===== src/design/ipif_timer_pkg.sv =====
package ipif_timer_pkg;

	////////////////////////////////////////////////////////////////////
	// Bus geometry
	////////////////////////////////////////////////////////////////////
	localparam int DATA_W = 32;
	localparam int ADDR_W = 8;

	// Four channels of two registers each
	localparam int N_CHAN    = 4;
	localparam int N_REG     = 2;
	localparam int REG_IDX_W = $clog2(N_REG);
	localparam int REG_CTRL  = 0;
	localparam int REG_STAT  = 1;

	////////////////////////////////////////////////////////////////////
	// Control word layout
	////////////////////////////////////////////////////////////////////
	localparam int CTRL_EN_BIT  = 0;
	localparam int CTRL_CLR_BIT = 1;
	localparam int CTRL_PER_LSB = 16;
	localparam int CNT_W        = 16;

	// Per-channel register payload
	localparam int PARAM_W = N_REG * DATA_W;
	localparam logic [PARAM_W-1:0] PARAM_DEFAULTS = '0;
	localparam logic [PARAM_W-1:0] PARAM_SELF_RESET =
		PARAM_W'(1) << (REG_CTRL * DATA_W + CTRL_CLR_BIT);

	localparam logic [DATA_W-1:0] ERR_DATA = '0;

endpackage

===== src/design/ipif_timer_top.sv =====
`timescale 1ns/1ns

module ipif_timer_top (
	input  logic                               clk,
	input  logic                               IPIF_bus2ip_resetn,
	input  logic [ipif_timer_pkg::ADDR_W-1:0]  bus_addr,
	input  logic                               bus_wr,
	input  logic                               bus_rd,
	input  logic [ipif_timer_pkg::DATA_W-1:0]  bus_wdata,
	output logic [ipif_timer_pkg::DATA_W-1:0]  bus_rdata,
	output logic                               bus_rdack,
	output logic                               bus_wrack,
	output logic                               bus_error,
	output logic [ipif_timer_pkg::N_CHAN-1:0]  tick
);
	import ipif_timer_pkg::*;

	logic [N_CHAN-1:0][N_REG-1:0]  chan_wrce;
	logic [N_CHAN-1:0][N_REG-1:0]  chan_rdce;
	logic                          err_wrack;
	logic                          err_rdack;
	logic [N_CHAN-1:0][DATA_W-1:0] ch_rdata;
	logic [N_CHAN-1:0]             ch_rdack;
	logic [N_CHAN-1:0]             ch_wrack;

	ipif_ce_decode u_ce_decode (
		.clk                (clk),
		.IPIF_bus2ip_resetn (IPIF_bus2ip_resetn),
		.bus_addr           (bus_addr),
		.bus_wr             (bus_wr),
		.bus_rd             (bus_rd),
		.chan_wrce          (chan_wrce),
		.chan_rdce          (chan_rdce),
		.err_wrack          (err_wrack),
		.err_rdack          (err_rdack)
	);

	////////////////////////////////////////////////////////////////////
	// Timer channels
	////////////////////////////////////////////////////////////////////
	for (genvar c = 0; c < N_CHAN; c++) begin : g_chan
		timer_channel u_timer_channel (
			.clk                (clk),
			.IPIF_bus2ip_resetn (IPIF_bus2ip_resetn),
			.bus_wdata          (bus_wdata),
			.wrce               (chan_wrce[c]),
			.rdce               (chan_rdce[c]),
			.rdata              (ch_rdata[c]),
			.rdack              (ch_rdack[c]),
			.wrack              (ch_wrack[c]),
			.tick               (tick[c])
		);
	end

	ipif_read_merge u_read_merge (
		.ch_rdata  (ch_rdata),
		.ch_rdack  (ch_rdack),
		.ch_wrack  (ch_wrack),
		.err_rdack (err_rdack),
		.err_wrack (err_wrack),
		.bus_rdata (bus_rdata),
		.bus_rdack (bus_rdack),
		.bus_wrack (bus_wrack),
		.bus_error (bus_error)
	);

endmodule


===== src/design/ipif_read_merge.sv =====
`timescale 1ns/1ns

module ipif_read_merge (
	input  logic [ipif_timer_pkg::N_CHAN-1:0][ipif_timer_pkg::DATA_W-1:0] ch_rdata,
	input  logic [ipif_timer_pkg::N_CHAN-1:0]                             ch_rdack,
	input  logic [ipif_timer_pkg::N_CHAN-1:0]                             ch_wrack,
	input  logic                                                          err_rdack,
	input  logic                                                          err_wrack,
	output logic [ipif_timer_pkg::DATA_W-1:0]                             bus_rdata,
	output logic                                                          bus_rdack,
	output logic                                                          bus_wrack,
	output logic                                                          bus_error
);
	import ipif_timer_pkg::*;

	////////////////////////////////////////////////////////////////////
	// Read data select
	////////////////////////////////////////////////////////////////////
	always_comb begin
		// Banks drive their data register even when idle,
		// so mask each one with its own acknowledge
		bus_rdata = ERR_DATA & {DATA_W{err_rdack}};
		for (int c = 0; c < N_CHAN; c++) begin
			bus_rdata = bus_rdata | (ch_rdata[c] & {DATA_W{ch_rdack[c]}});
		end
	end

	// Acknowledges are already registered upstream
	assign bus_rdack = (|ch_rdack) | err_rdack;
	assign bus_wrack = (|ch_wrack) | err_wrack;
	assign bus_error = err_rdack | err_wrack;

endmodule


===== src/design/timer_channel.sv =====
`timescale 1ns/1ns

module timer_channel (
	input  logic                               clk,
	input  logic                               IPIF_bus2ip_resetn,
	input  logic [ipif_timer_pkg::DATA_W-1:0]  bus_wdata,
	input  logic [ipif_timer_pkg::N_REG-1:0]   wrce,
	input  logic [ipif_timer_pkg::N_REG-1:0]   rdce,
	output logic [ipif_timer_pkg::DATA_W-1:0]  rdata,
	output logic                               rdack,
	output logic                               wrack,
	output logic                               tick
);
	import ipif_timer_pkg::*;

	logic [N_REG-1:0][DATA_W-1:0] params_out;
	logic [N_REG-1:0][DATA_W-1:0] readback;
	logic [DATA_W-1:0]            ctrl_word;
	logic [CNT_W-1:0]             counter;
	logic [CNT_W-1:0]             tick_count;

	assign ctrl_word = params_out[REG_CTRL];

	// Control word loops back so the clear bit can self-reset
	assign readback[REG_CTRL] = ctrl_word;
	assign readback[REG_STAT] = {tick_count, counter};

	ipif_param_bank u_param_bank (
		.clk                (clk),
		.IPIF_bus2ip_resetn (IPIF_bus2ip_resetn),
		.bus_wdata          (bus_wdata),
		.wrce               (wrce),
		.rdce               (rdce),
		.params_in          (readback),
		.params_out         (params_out),
		.rdata              (rdata),
		.rdack              (rdack),
		.wrack              (wrack)
	);

	event_timer u_event_timer (
		.clk                (clk),
		.IPIF_bus2ip_resetn (IPIF_bus2ip_resetn),
		.enable             (ctrl_word[CTRL_EN_BIT]),
		.clear              (ctrl_word[CTRL_CLR_BIT]),
		.period             (ctrl_word[CTRL_PER_LSB +: CNT_W]),
		.tick               (tick),
		.counter            (counter),
		.tick_count         (tick_count)
	);

endmodule


===== src/design/event_timer.sv =====
`timescale 1ns/1ns

module event_timer (
	input  logic                               clk,
	input  logic                               IPIF_bus2ip_resetn,
	input  logic                               enable,
	input  logic                               clear,
	input  logic [ipif_timer_pkg::CNT_W-1:0]   period,
	output logic                               tick,
	output logic [ipif_timer_pkg::CNT_W-1:0]   counter,
	output logic [ipif_timer_pkg::CNT_W-1:0]   tick_count
);

	logic at_period;

	assign at_period = (counter == period);

	// Tick lasts the single cycle spent at the period value
	assign tick = enable & ~clear & at_period;

	////////////////////////////////////////////////////////////////////
	// Period counter and tick counter
	////////////////////////////////////////////////////////////////////
	always_ff @(posedge clk or negedge IPIF_bus2ip_resetn) begin
		if (!IPIF_bus2ip_resetn) begin
			counter    <= '0;
			tick_count <= '0;
		end else if (clear) begin
			// Clear beats enable
			counter    <= '0;
			tick_count <= '0;
		end else if (enable) begin
			if (at_period) begin
				counter    <= '0;
				tick_count <= tick_count + 1'b1;
			end else begin
				counter <= counter + 1'b1;
			end
		end
	end

	// Counts hold while disabled

endmodule


===== src/design/ipif_param_bank.sv =====
`timescale 1ns/1ns

module ipif_param_bank (
	input  logic                                 clk,
	input  logic                                 IPIF_bus2ip_resetn,
	input  logic [ipif_timer_pkg::DATA_W-1:0]    bus_wdata,
	input  logic [ipif_timer_pkg::N_REG-1:0]     wrce,
	input  logic [ipif_timer_pkg::N_REG-1:0]     rdce,
	input  logic [ipif_timer_pkg::PARAM_W-1:0]   params_in,
	output logic [ipif_timer_pkg::PARAM_W-1:0]   params_out,
	output logic [ipif_timer_pkg::DATA_W-1:0]    rdata,
	output logic                                 rdack,
	output logic                                 wrack
);
	import ipif_timer_pkg::*;

	logic [N_REG-1:0][DATA_W-1:0] regs;
	logic [N_REG-1:0][DATA_W-1:0] regs_next;
	logic [N_REG-1:0][DATA_W-1:0] in_words;
	logic [N_REG-1:0][DATA_W-1:0] def_words;
	logic [N_REG-1:0][DATA_W-1:0] sr_words;
	logic [REG_IDX_W-1:0]         rd_sel;

	assign in_words   = params_in;
	assign def_words  = PARAM_DEFAULTS;
	assign sr_words   = PARAM_SELF_RESET;
	assign params_out = regs;

	////////////////////////////////////////////////////////////////////
	// Register update with self-reset
	////////////////////////////////////////////////////////////////////
	always_comb begin
		logic [DATA_W-1:0] sr_cond;
		logic [DATA_W-1:0] held;
		for (int i = 0; i < N_REG; i++) begin
			// Masked bits whose readback left the default go back to it
			sr_cond = sr_words[i] & (in_words[i] ^ def_words[i]);
			held = (def_words[i] & sr_cond) | (regs[i] & ~sr_cond);
			regs_next[i] = wrce[i] ? bus_wdata : held;
		end
	end

	always_ff @(posedge clk or negedge IPIF_bus2ip_resetn) begin
		if (!IPIF_bus2ip_resetn) begin
			regs  <= PARAM_DEFAULTS;
			wrack <= 1'b0;
		end else begin
			regs  <= regs_next;
			wrack <= |wrce;
		end
	end

	////////////////////////////////////////////////////////////////////
	// One-hot readback
	////////////////////////////////////////////////////////////////////
	always_comb begin
		rd_sel = '0;
		// Highest set chip-enable wins
		for (int i = 0; i < N_REG; i++) begin
			if (rdce[i]) begin
				rd_sel = REG_IDX_W'(i);
			end
		end
	end

	always_ff @(posedge clk or negedge IPIF_bus2ip_resetn) begin
		if (!IPIF_bus2ip_resetn) begin
			rdack <= 1'b0;
		end else begin
			rdack <= |rdce;
		end
	end

	// Data register follows the selected word every cycle
	always_ff @(posedge clk) begin
		rdata <= in_words[rd_sel];
	end

endmodule


===== src/design/ipif_ce_decode.sv =====
`timescale 1ns/1ns

module ipif_ce_decode (
	input  logic                                clk,
	input  logic                                IPIF_bus2ip_resetn,
	input  logic [ipif_timer_pkg::ADDR_W-1:0]   bus_addr,
	input  logic                                bus_wr,
	input  logic                                bus_rd,
	output logic [ipif_timer_pkg::N_CHAN-1:0][ipif_timer_pkg::N_REG-1:0] chan_wrce,
	output logic [ipif_timer_pkg::N_CHAN-1:0][ipif_timer_pkg::N_REG-1:0] chan_rdce,
	output logic                                err_wrack,
	output logic                                err_rdack
);
	import ipif_timer_pkg::*;

	logic [ADDR_W-1:0] chan_idx;
	logic [ADDR_W-1:0] reg_idx;
	logic              mapped;

	// Word address is channel * N_REG + register
	assign chan_idx = bus_addr / ADDR_W'(N_REG);
	assign reg_idx  = bus_addr % ADDR_W'(N_REG);
	assign mapped   = bus_addr < ADDR_W'(N_CHAN * N_REG);

	always_comb begin
		logic hit;
		for (int c = 0; c < N_CHAN; c++) begin
			for (int r = 0; r < N_REG; r++) begin
				hit = mapped && (chan_idx == ADDR_W'(c)) && (reg_idx == ADDR_W'(r));
				chan_wrce[c][r] = bus_wr & hit;
				chan_rdce[c][r] = bus_rd & hit;
			end
		end
	end

	// Unmapped accesses are answered here, one cycle after the strobe
	always_ff @(posedge clk or negedge IPIF_bus2ip_resetn) begin
		if (!IPIF_bus2ip_resetn) begin
			err_wrack <= 1'b0;
			err_rdack <= 1'b0;
		end else begin
			err_wrack <= bus_wr & ~mapped;
			err_rdack <= bus_rd & ~mapped;
		end
	end

endmodule


===== config.mk =====
export PLATFORM = sky130hd
export DESIGN_NAME = ipif_timer_top
export DESIGN_NICKNAME = d
export VERILOG_FILES = /design/src/design/ipif_timer_pkg.sv /design/src/design/ipif_timer_top.sv /design/src/design/ipif_read_merge.sv /design/src/design/timer_channel.sv /design/src/design/event_timer.sv /design/src/design/ipif_param_bank.sv /design/src/design/ipif_ce_decode.sv
export SDC_FILE = /design/constraint.sdc
export NUM_CORES = 1
export LEC_CHECK = 0
export BUFFER_PORTS_ARGS = -buffer_cell sky130_fd_sc_hd__buf_2
export CORE_ASPECT_RATIO = 0.8
export CORE_MARGIN = 1
export CORE_UTILIZATION = 45
export CTS_CLUSTER_DIAMETER = 60
export DETAILED_ROUTE_END_ITERATION = 12
export RECOVER_POWER = 50
export SLEW_MARGIN = 40
export SYNTH_ARGS = -nofsm -noshare
export SYNTH_HDL_FRONTEND = slang
export SYNTH_SLANG_ARGS = --single-unit

===== constraint.sdc =====
create_clock -name clk -period 2.3 [get_ports clk]
set_clock_uncertainty 0.1 [all_clocks]
set_input_delay 0.115 -clock clk [delete_from_list [all_inputs] [get_ports clk]]
set_output_delay 0.115 -clock clk [all_outputs]
set_load 0.03 [all_outputs]

======== Word-level counts from Yosys, hierarchy flattened ========
Cells that the tools add are included.
word-level totals
  logic and storage cells ................. 171
  output and inout bits ................... 39
  bits in registers ....................... 394
cells by class
  reductions and logical operators ........ 36
  add/subtract/negate cells ............... 8
  mux-type cells .......................... 40
  equal/unequal tests ..................... 7
  bitwise gates (word level) .............. 49
  order comparisons ....................... 5
operators by type and width
  cell                   count
  $mux 16                24
  $mux 32                12
  $and 32x32->32         8
  $add 16x1->16 const B  8
  $not 2->32             4
  $or 32x32->32          3
  $eq 16x16->1           4
  $and 1x1->1            26
  $logic_not 8->1        2
  $reduce_bool 2->1      8
  $reduce_or 2->1        8
  $eq 7x2->1 const B     2
  $logic_and 1x1->1      12
  $lt 1x2->1 const B     4
  $lt 8x4->1 const B     1
  $reduce_and 2->1       4
  $reduce_or 4->1        2
  $eq 7x1->1 const B     1
  $not 1->1              5
  $mux 1                 4
  $or 1x1->1             3

======== Depth between registers and ports, before layout ========
  word-level depth ........................ 7
  mapped depth ............................ 8

======== By module ========
A second synthesis with hierarchy kept.
unflattened totals
  cell total of the unflattened synthesis .. 1757
  area total of the unflattened synthesis .. 24212.0 um^2
by module, submodules not included
  module                                                     area an instance (um^2)  instances  cells an instance
  ipif_param_bank                                            3910.0                   4          209
  event_timer (g_chan[0].u_timer_channel.u_event_timer ...)  1810.5                   3          193
  event_timer (g_chan[1].u_timer_channel.u_event_timer)      1795.5                   1          188
  ipif_read_merge                                            998.5                    1          119
  ipif_ce_decode                                             346.6                    1          35

======== Least setup slack after synthesis ========
OpenSTA, ideal clock, no wires.
  path type ............................... reg-to-reg
  start point ............................. register g_chan[1].u_timer_channel.u_event_timer.counter[9] (netlist name)
  end point ............................... register g_chan[1].u_timer_channel.u_event_timer.tick_count[13] (netlist name)
  stages on the path, launching flop included .. 8
  buffers on the path ..................... 2
  setup time .............................. 0.078 ns
  required time ........................... 2.122 ns
  arrival ................................. 1.903 ns
  slack ................................... 0.219 ns
  clock period less this slack ............ 2.081 ns
  cells stage by stage .................... dfrtp_1 -> buf_2 -> xor2_1 -> nor4_2 -> nand4_2 -> buf_2 -> or4_1 -> a21oi_1
between the ends
  longest elaborated chain between the ends .. 3
ends and longest elaborated chain
  what                                line               text
  from (decl)                         event_timer.sv:10  output logic [ipif_timer_pkg::CNT_W-1:0] counter,
  from (signal assigned)              event_timer.sv:37  counter <= counter + 1'b1;
  $eq 16x16->1                        event_timer.sv:16  assign at_period = (counter == period);
  $reduce_bool 2->1 (no source line)  --
  $reduce_and 2->1 (no source line)   --
  to (signal assigned)                event_timer.sv:35  tick_count <= tick_count + 1'b1;
  to (decl)                           event_timer.sv:11  output logic [ipif_timer_pkg::CNT_W-1:0] tick_count
No other way between the ends.
A chain may end at the register's enable or synchronous reset.

======== Worst setup path after layout ========
  start point ............................. register g_chan[3].u_timer_channel.u_param_bank.regs, in the netlist g_chan[3].u_timer_channel.u_param_bank.params_out[20]
  end point ............................... output port tick[3] (netlist name)
between the ends
  longest elaborated chain between the ends .. 2
ends and longest elaborated chain
  what                    line                   text
  from (decl)             ipif_param_bank.sv:17  logic [N_REG-1:0][DATA_W-1:0] regs;
  from (signal assigned)  ipif_param_bank.sv:48  regs <= regs_next;
  $eq 16x16->1            event_timer.sv:16
  $and 1x1->1             event_timer.sv:19      assign tick = enable & ~clear & at_period;
  to (decl)               ipif_timer_top.sv:14   output logic [ipif_timer_pkg::N_CHAN-1:0] tick
No other way between the ends.

==> qor.yml <==
run_status:
  status: "finished with violations"
  violations: "max-capacitance violations, max-slew violations, negative setup slack"
floorplanning:
  die_y_um: 177.4
  die_area_mm2: 0.03925
  die_width_um: 221.3
  core_area_mm2: 0.03744
  start_util_pct: 46.23
  ioPinCount: 83
  row_count: 63
power:
  p_per_area_mw_per_mm2: 794.2
  p_leak_nw: 10.26
  vdd_ir_drop_max_v: 0.0005511
  total_power_mw: 16.77
setup_path:
  crit_path_end: "tick[3]"
  critPathRequiredTime_ns: 2.09
  rrSetupSlack_ns: -0.09
  start_kind: "flop"
  cp_max_fo: 3
  path_class: "reg -> out"
  reg2reg_depth: 8
  crit_path_end_kind: "primary output"
  critPathArrivalTime_ns: 2.20
cells_and_area:
  layout_common_cells: "263 x dfrtp_1, 250 x mux2_1, 128 x dfxtp_1"
  drive_gt1_share_pct: 19.78
  final_nets: 1749
  area_growth_pct: 22.00
  finalNonFillerCells: 2219
  final_common_cell: "dfrtp_1"
  fillers: 3153
sta:
  rsz0062_at_grt: "true"
  setup_viol: 27
  maxSlewViolCount: 73
  holdWs_ns: 0.04134
  worst_slew_pin_slew_ns: 1.859
  setup_ws_ns: -0.1110
  period_needed_ns: 2.411
  max_freq_mhz: 414.8
  final.setup.tns_ns: -1.515
  hold_viol: 0
  fin_crit_sh_pct: 104.8
  slew_headroom_pct: -23.90
synth:
  syn_inst: 1510
  yosysWarningCount: 0
  synth.cell_area_mm2: 0.01731
  synth_edf_count: 0
  syn_nets: 1562
  synth_flop_cell: "dfrtp_1"
  synth_area_per_cell_um2: 11.46
  yosysUniqueCellTypes: 47
  synth-seq-cells: 394
  async_flop_share_pct: 67.51
  seq_area_frac_synth_pct: 53.26
detailed_routing:
  dr_total_vias: 12860
  avgRoutedWirePerCell_um: 23.99
  first_iter_violations: 1215
  via_per_inst: 5.796
  wl_um: 53240
  drcViolationCount: 0
  ant_nets: 0
  first_pass_iters: 7
hold_path:
  hold_class: "in -> reg"
  hold_path_depth: 5
place:
  preCtsSetupSlack_ns: 0.04373
  place.gp.congestion: 0.9164
  io_buffers: 82
  placed_cells: 2080
  place.detailed.hpwl_um: 37750
clock_tree:
  cts.clk_slew.worst_paths_ns: 0.07
  cts_tree: "yes"
  cts_root_buf: "clkbuf_16"
  cts_buffer_depth: 3
  cts_made_buffers: 40
  clock_latency_ns: 0.56
  numClockSinks: 394
  ctsHtreeMaxLevel: 2
global_routing:
  grt_pass1_vias: 12510
  grt_pass1_wl_um: 80680
  grt_max_degree: 73
  antenna_found_initial: 1
  grt-ovfl-total: 0
  grtUsageTotal_pct: 27.47
run:
  cap_violations: 1
-- cell type report --
class | count | area (µm²) | share of cell area [%]
tap | 487 | 609.3 | 2.886
timing repair buffer | 240 | 1911 | 9.048
inverter | 17 | 63.81 | 0.3022
antenna | 3 | 7.507 | 0.03555
multi-input combinational | 1004 | 7915 | 37.49
clock buffer | 57 | 1206 | 5.712
sequential | 394 | 9223 | 43.68
clock inverter | 17 | 180.2 | 0.8533
-- worst max-delay path, cell delays in order (launching register included) --
cell and delay (ns):
dfrtp_1 0.43, xor2_1 0.18, nor4_1 0.33, nand4_1 0.23, buf_12 0.20, nor3_4 0.11
buf_6 0.16
-- layer usage --
metal	part of all wire, %	global-route usage, %	up-vias	wire length (µm)
li1	-	-	5809	-
met1	48	41.86	6586	25360
met2	44	41.18	395	23430
met3	6.3	3.377	71	3357
met4	2.1	6.760	0	1096
met5	0	0	-	0
-- power by group --
group	switching, mW	internal (mW)
sequential	0.364	7.26
combinational	1.30	1.07
clock	2.86	3.91
-- synthesized netlist by cell type, drive strengths merged, types with 2 or more instances --
library cell  count  share of area (%)
a21oi            58                1.7
a22oi            64                2.8
a31oi             2              0.072
and2             12               0.43
and3             15               0.54
and4              5               0.25
buf              41                1.2
clkbuf           54                1.2
dfrtp           266                 38
dfxtp           128                 15
ha                8               0.58
inv              17               0.37
mux2            261                 17
mux2i             4               0.23
nand2            87                1.9
nand2b            9               0.33
nand3            43                1.2
nand3b            6               0.26
nand4            34                1.3
nand4b            2               0.10
nor2             91                2.0
nor2b            13               0.47
nor3             23               0.67
nor3b             2              0.087
nor4             21               0.83
o2111a            2               0.13
o2111ai           2               0.10
o211a             4               0.23
o21ai             9               0.26
o21bai            4               0.17
o31ai            45                2.0
or2               5               0.18
or3               7               0.25
or4              47                2.0
xnor2            23                1.2
xor2             93                4.7
-- stage by stage --
step,utilization (%),area [µm²]
6_report,56.39,21120
5_1_grt,56.37,21110
4_1_cts,55.83,20900
3_5_place_dp,50.26,18820
3_3_place_gp,50.26,18820
2_1_floorplan,-,17310
-- cell families after synthesis --
kind of cell / after synthesis / share of synthesized area (%)
AO/OA/AOI/OAI: 192 / 7.482
multiplexers: 265 / 17.21
buffers and inverters: 112 / 2.733
flip-flops: 394 / 53.26
AND/OR/NAND/NOR: 423 / 12.86
adder cells (fa/ha/maj): 8 / 0.5784
XOR/XNOR: 116 / 5.870
-- flip-flops by register name, summed over array words and instances, names as in the netlist --
name / cells
g_chan.u_timer_channel.u_param_bank.params_out: 128
g_chan.u_timer_channel.u_param_bank.rdata: 128
g_chan.u_timer_channel.u_event_timer.counter: 64
g_chan.u_timer_channel.u_event_timer.tick_count: 64
g_chan.u_timer_channel.u_param_bank.rdack: 4
g_chan.u_timer_channel.u_param_bank.wrack: 4
u_ce_decode.err_rdack: 1
u_ce_decode.err_wrack: 1
-- worst min-delay path by stage --
stage | to | slack (ns) | startpoint
floorplan | asynchronous set/reset pin | -0.28 | IPIF_bus2ip_resetn
global placement | g_chan[0].u_timer_channel.u_param_bank.wrack$_DFF_PN0_ | 0.05 | IPIF_bus2ip_resetn
detailed placement | g_chan[0].u_timer_channel.u_param_bank.wrack$_DFF_PN0_ | 0.04 | IPIF_bus2ip_resetn
CTS | g_chan[2].u_timer_channel.u_param_bank.rdack$_DFF_PN0_ | 0.02 | bus_addr[4]
global route | g_chan[2].u_timer_channel.u_param_bank.rdack$_DFF_PN0_ | 0.08 | bus_addr[6]
finish | g_chan[2].u_timer_channel.u_param_bank.rdack$_DFF_PN0_ | 0.04 | bus_addr[6]
-- timing repair --
action                                  CTS  global route
gates cloned                              2             2
endpoints found under the setup margin    4            82
hold endpoints to repair                359             0
pin swaps                                12            39
resized for setup                        26            61
hold buffers                             44             0
buffers inserted                         12             4
(Power assumes the default switching activity.)
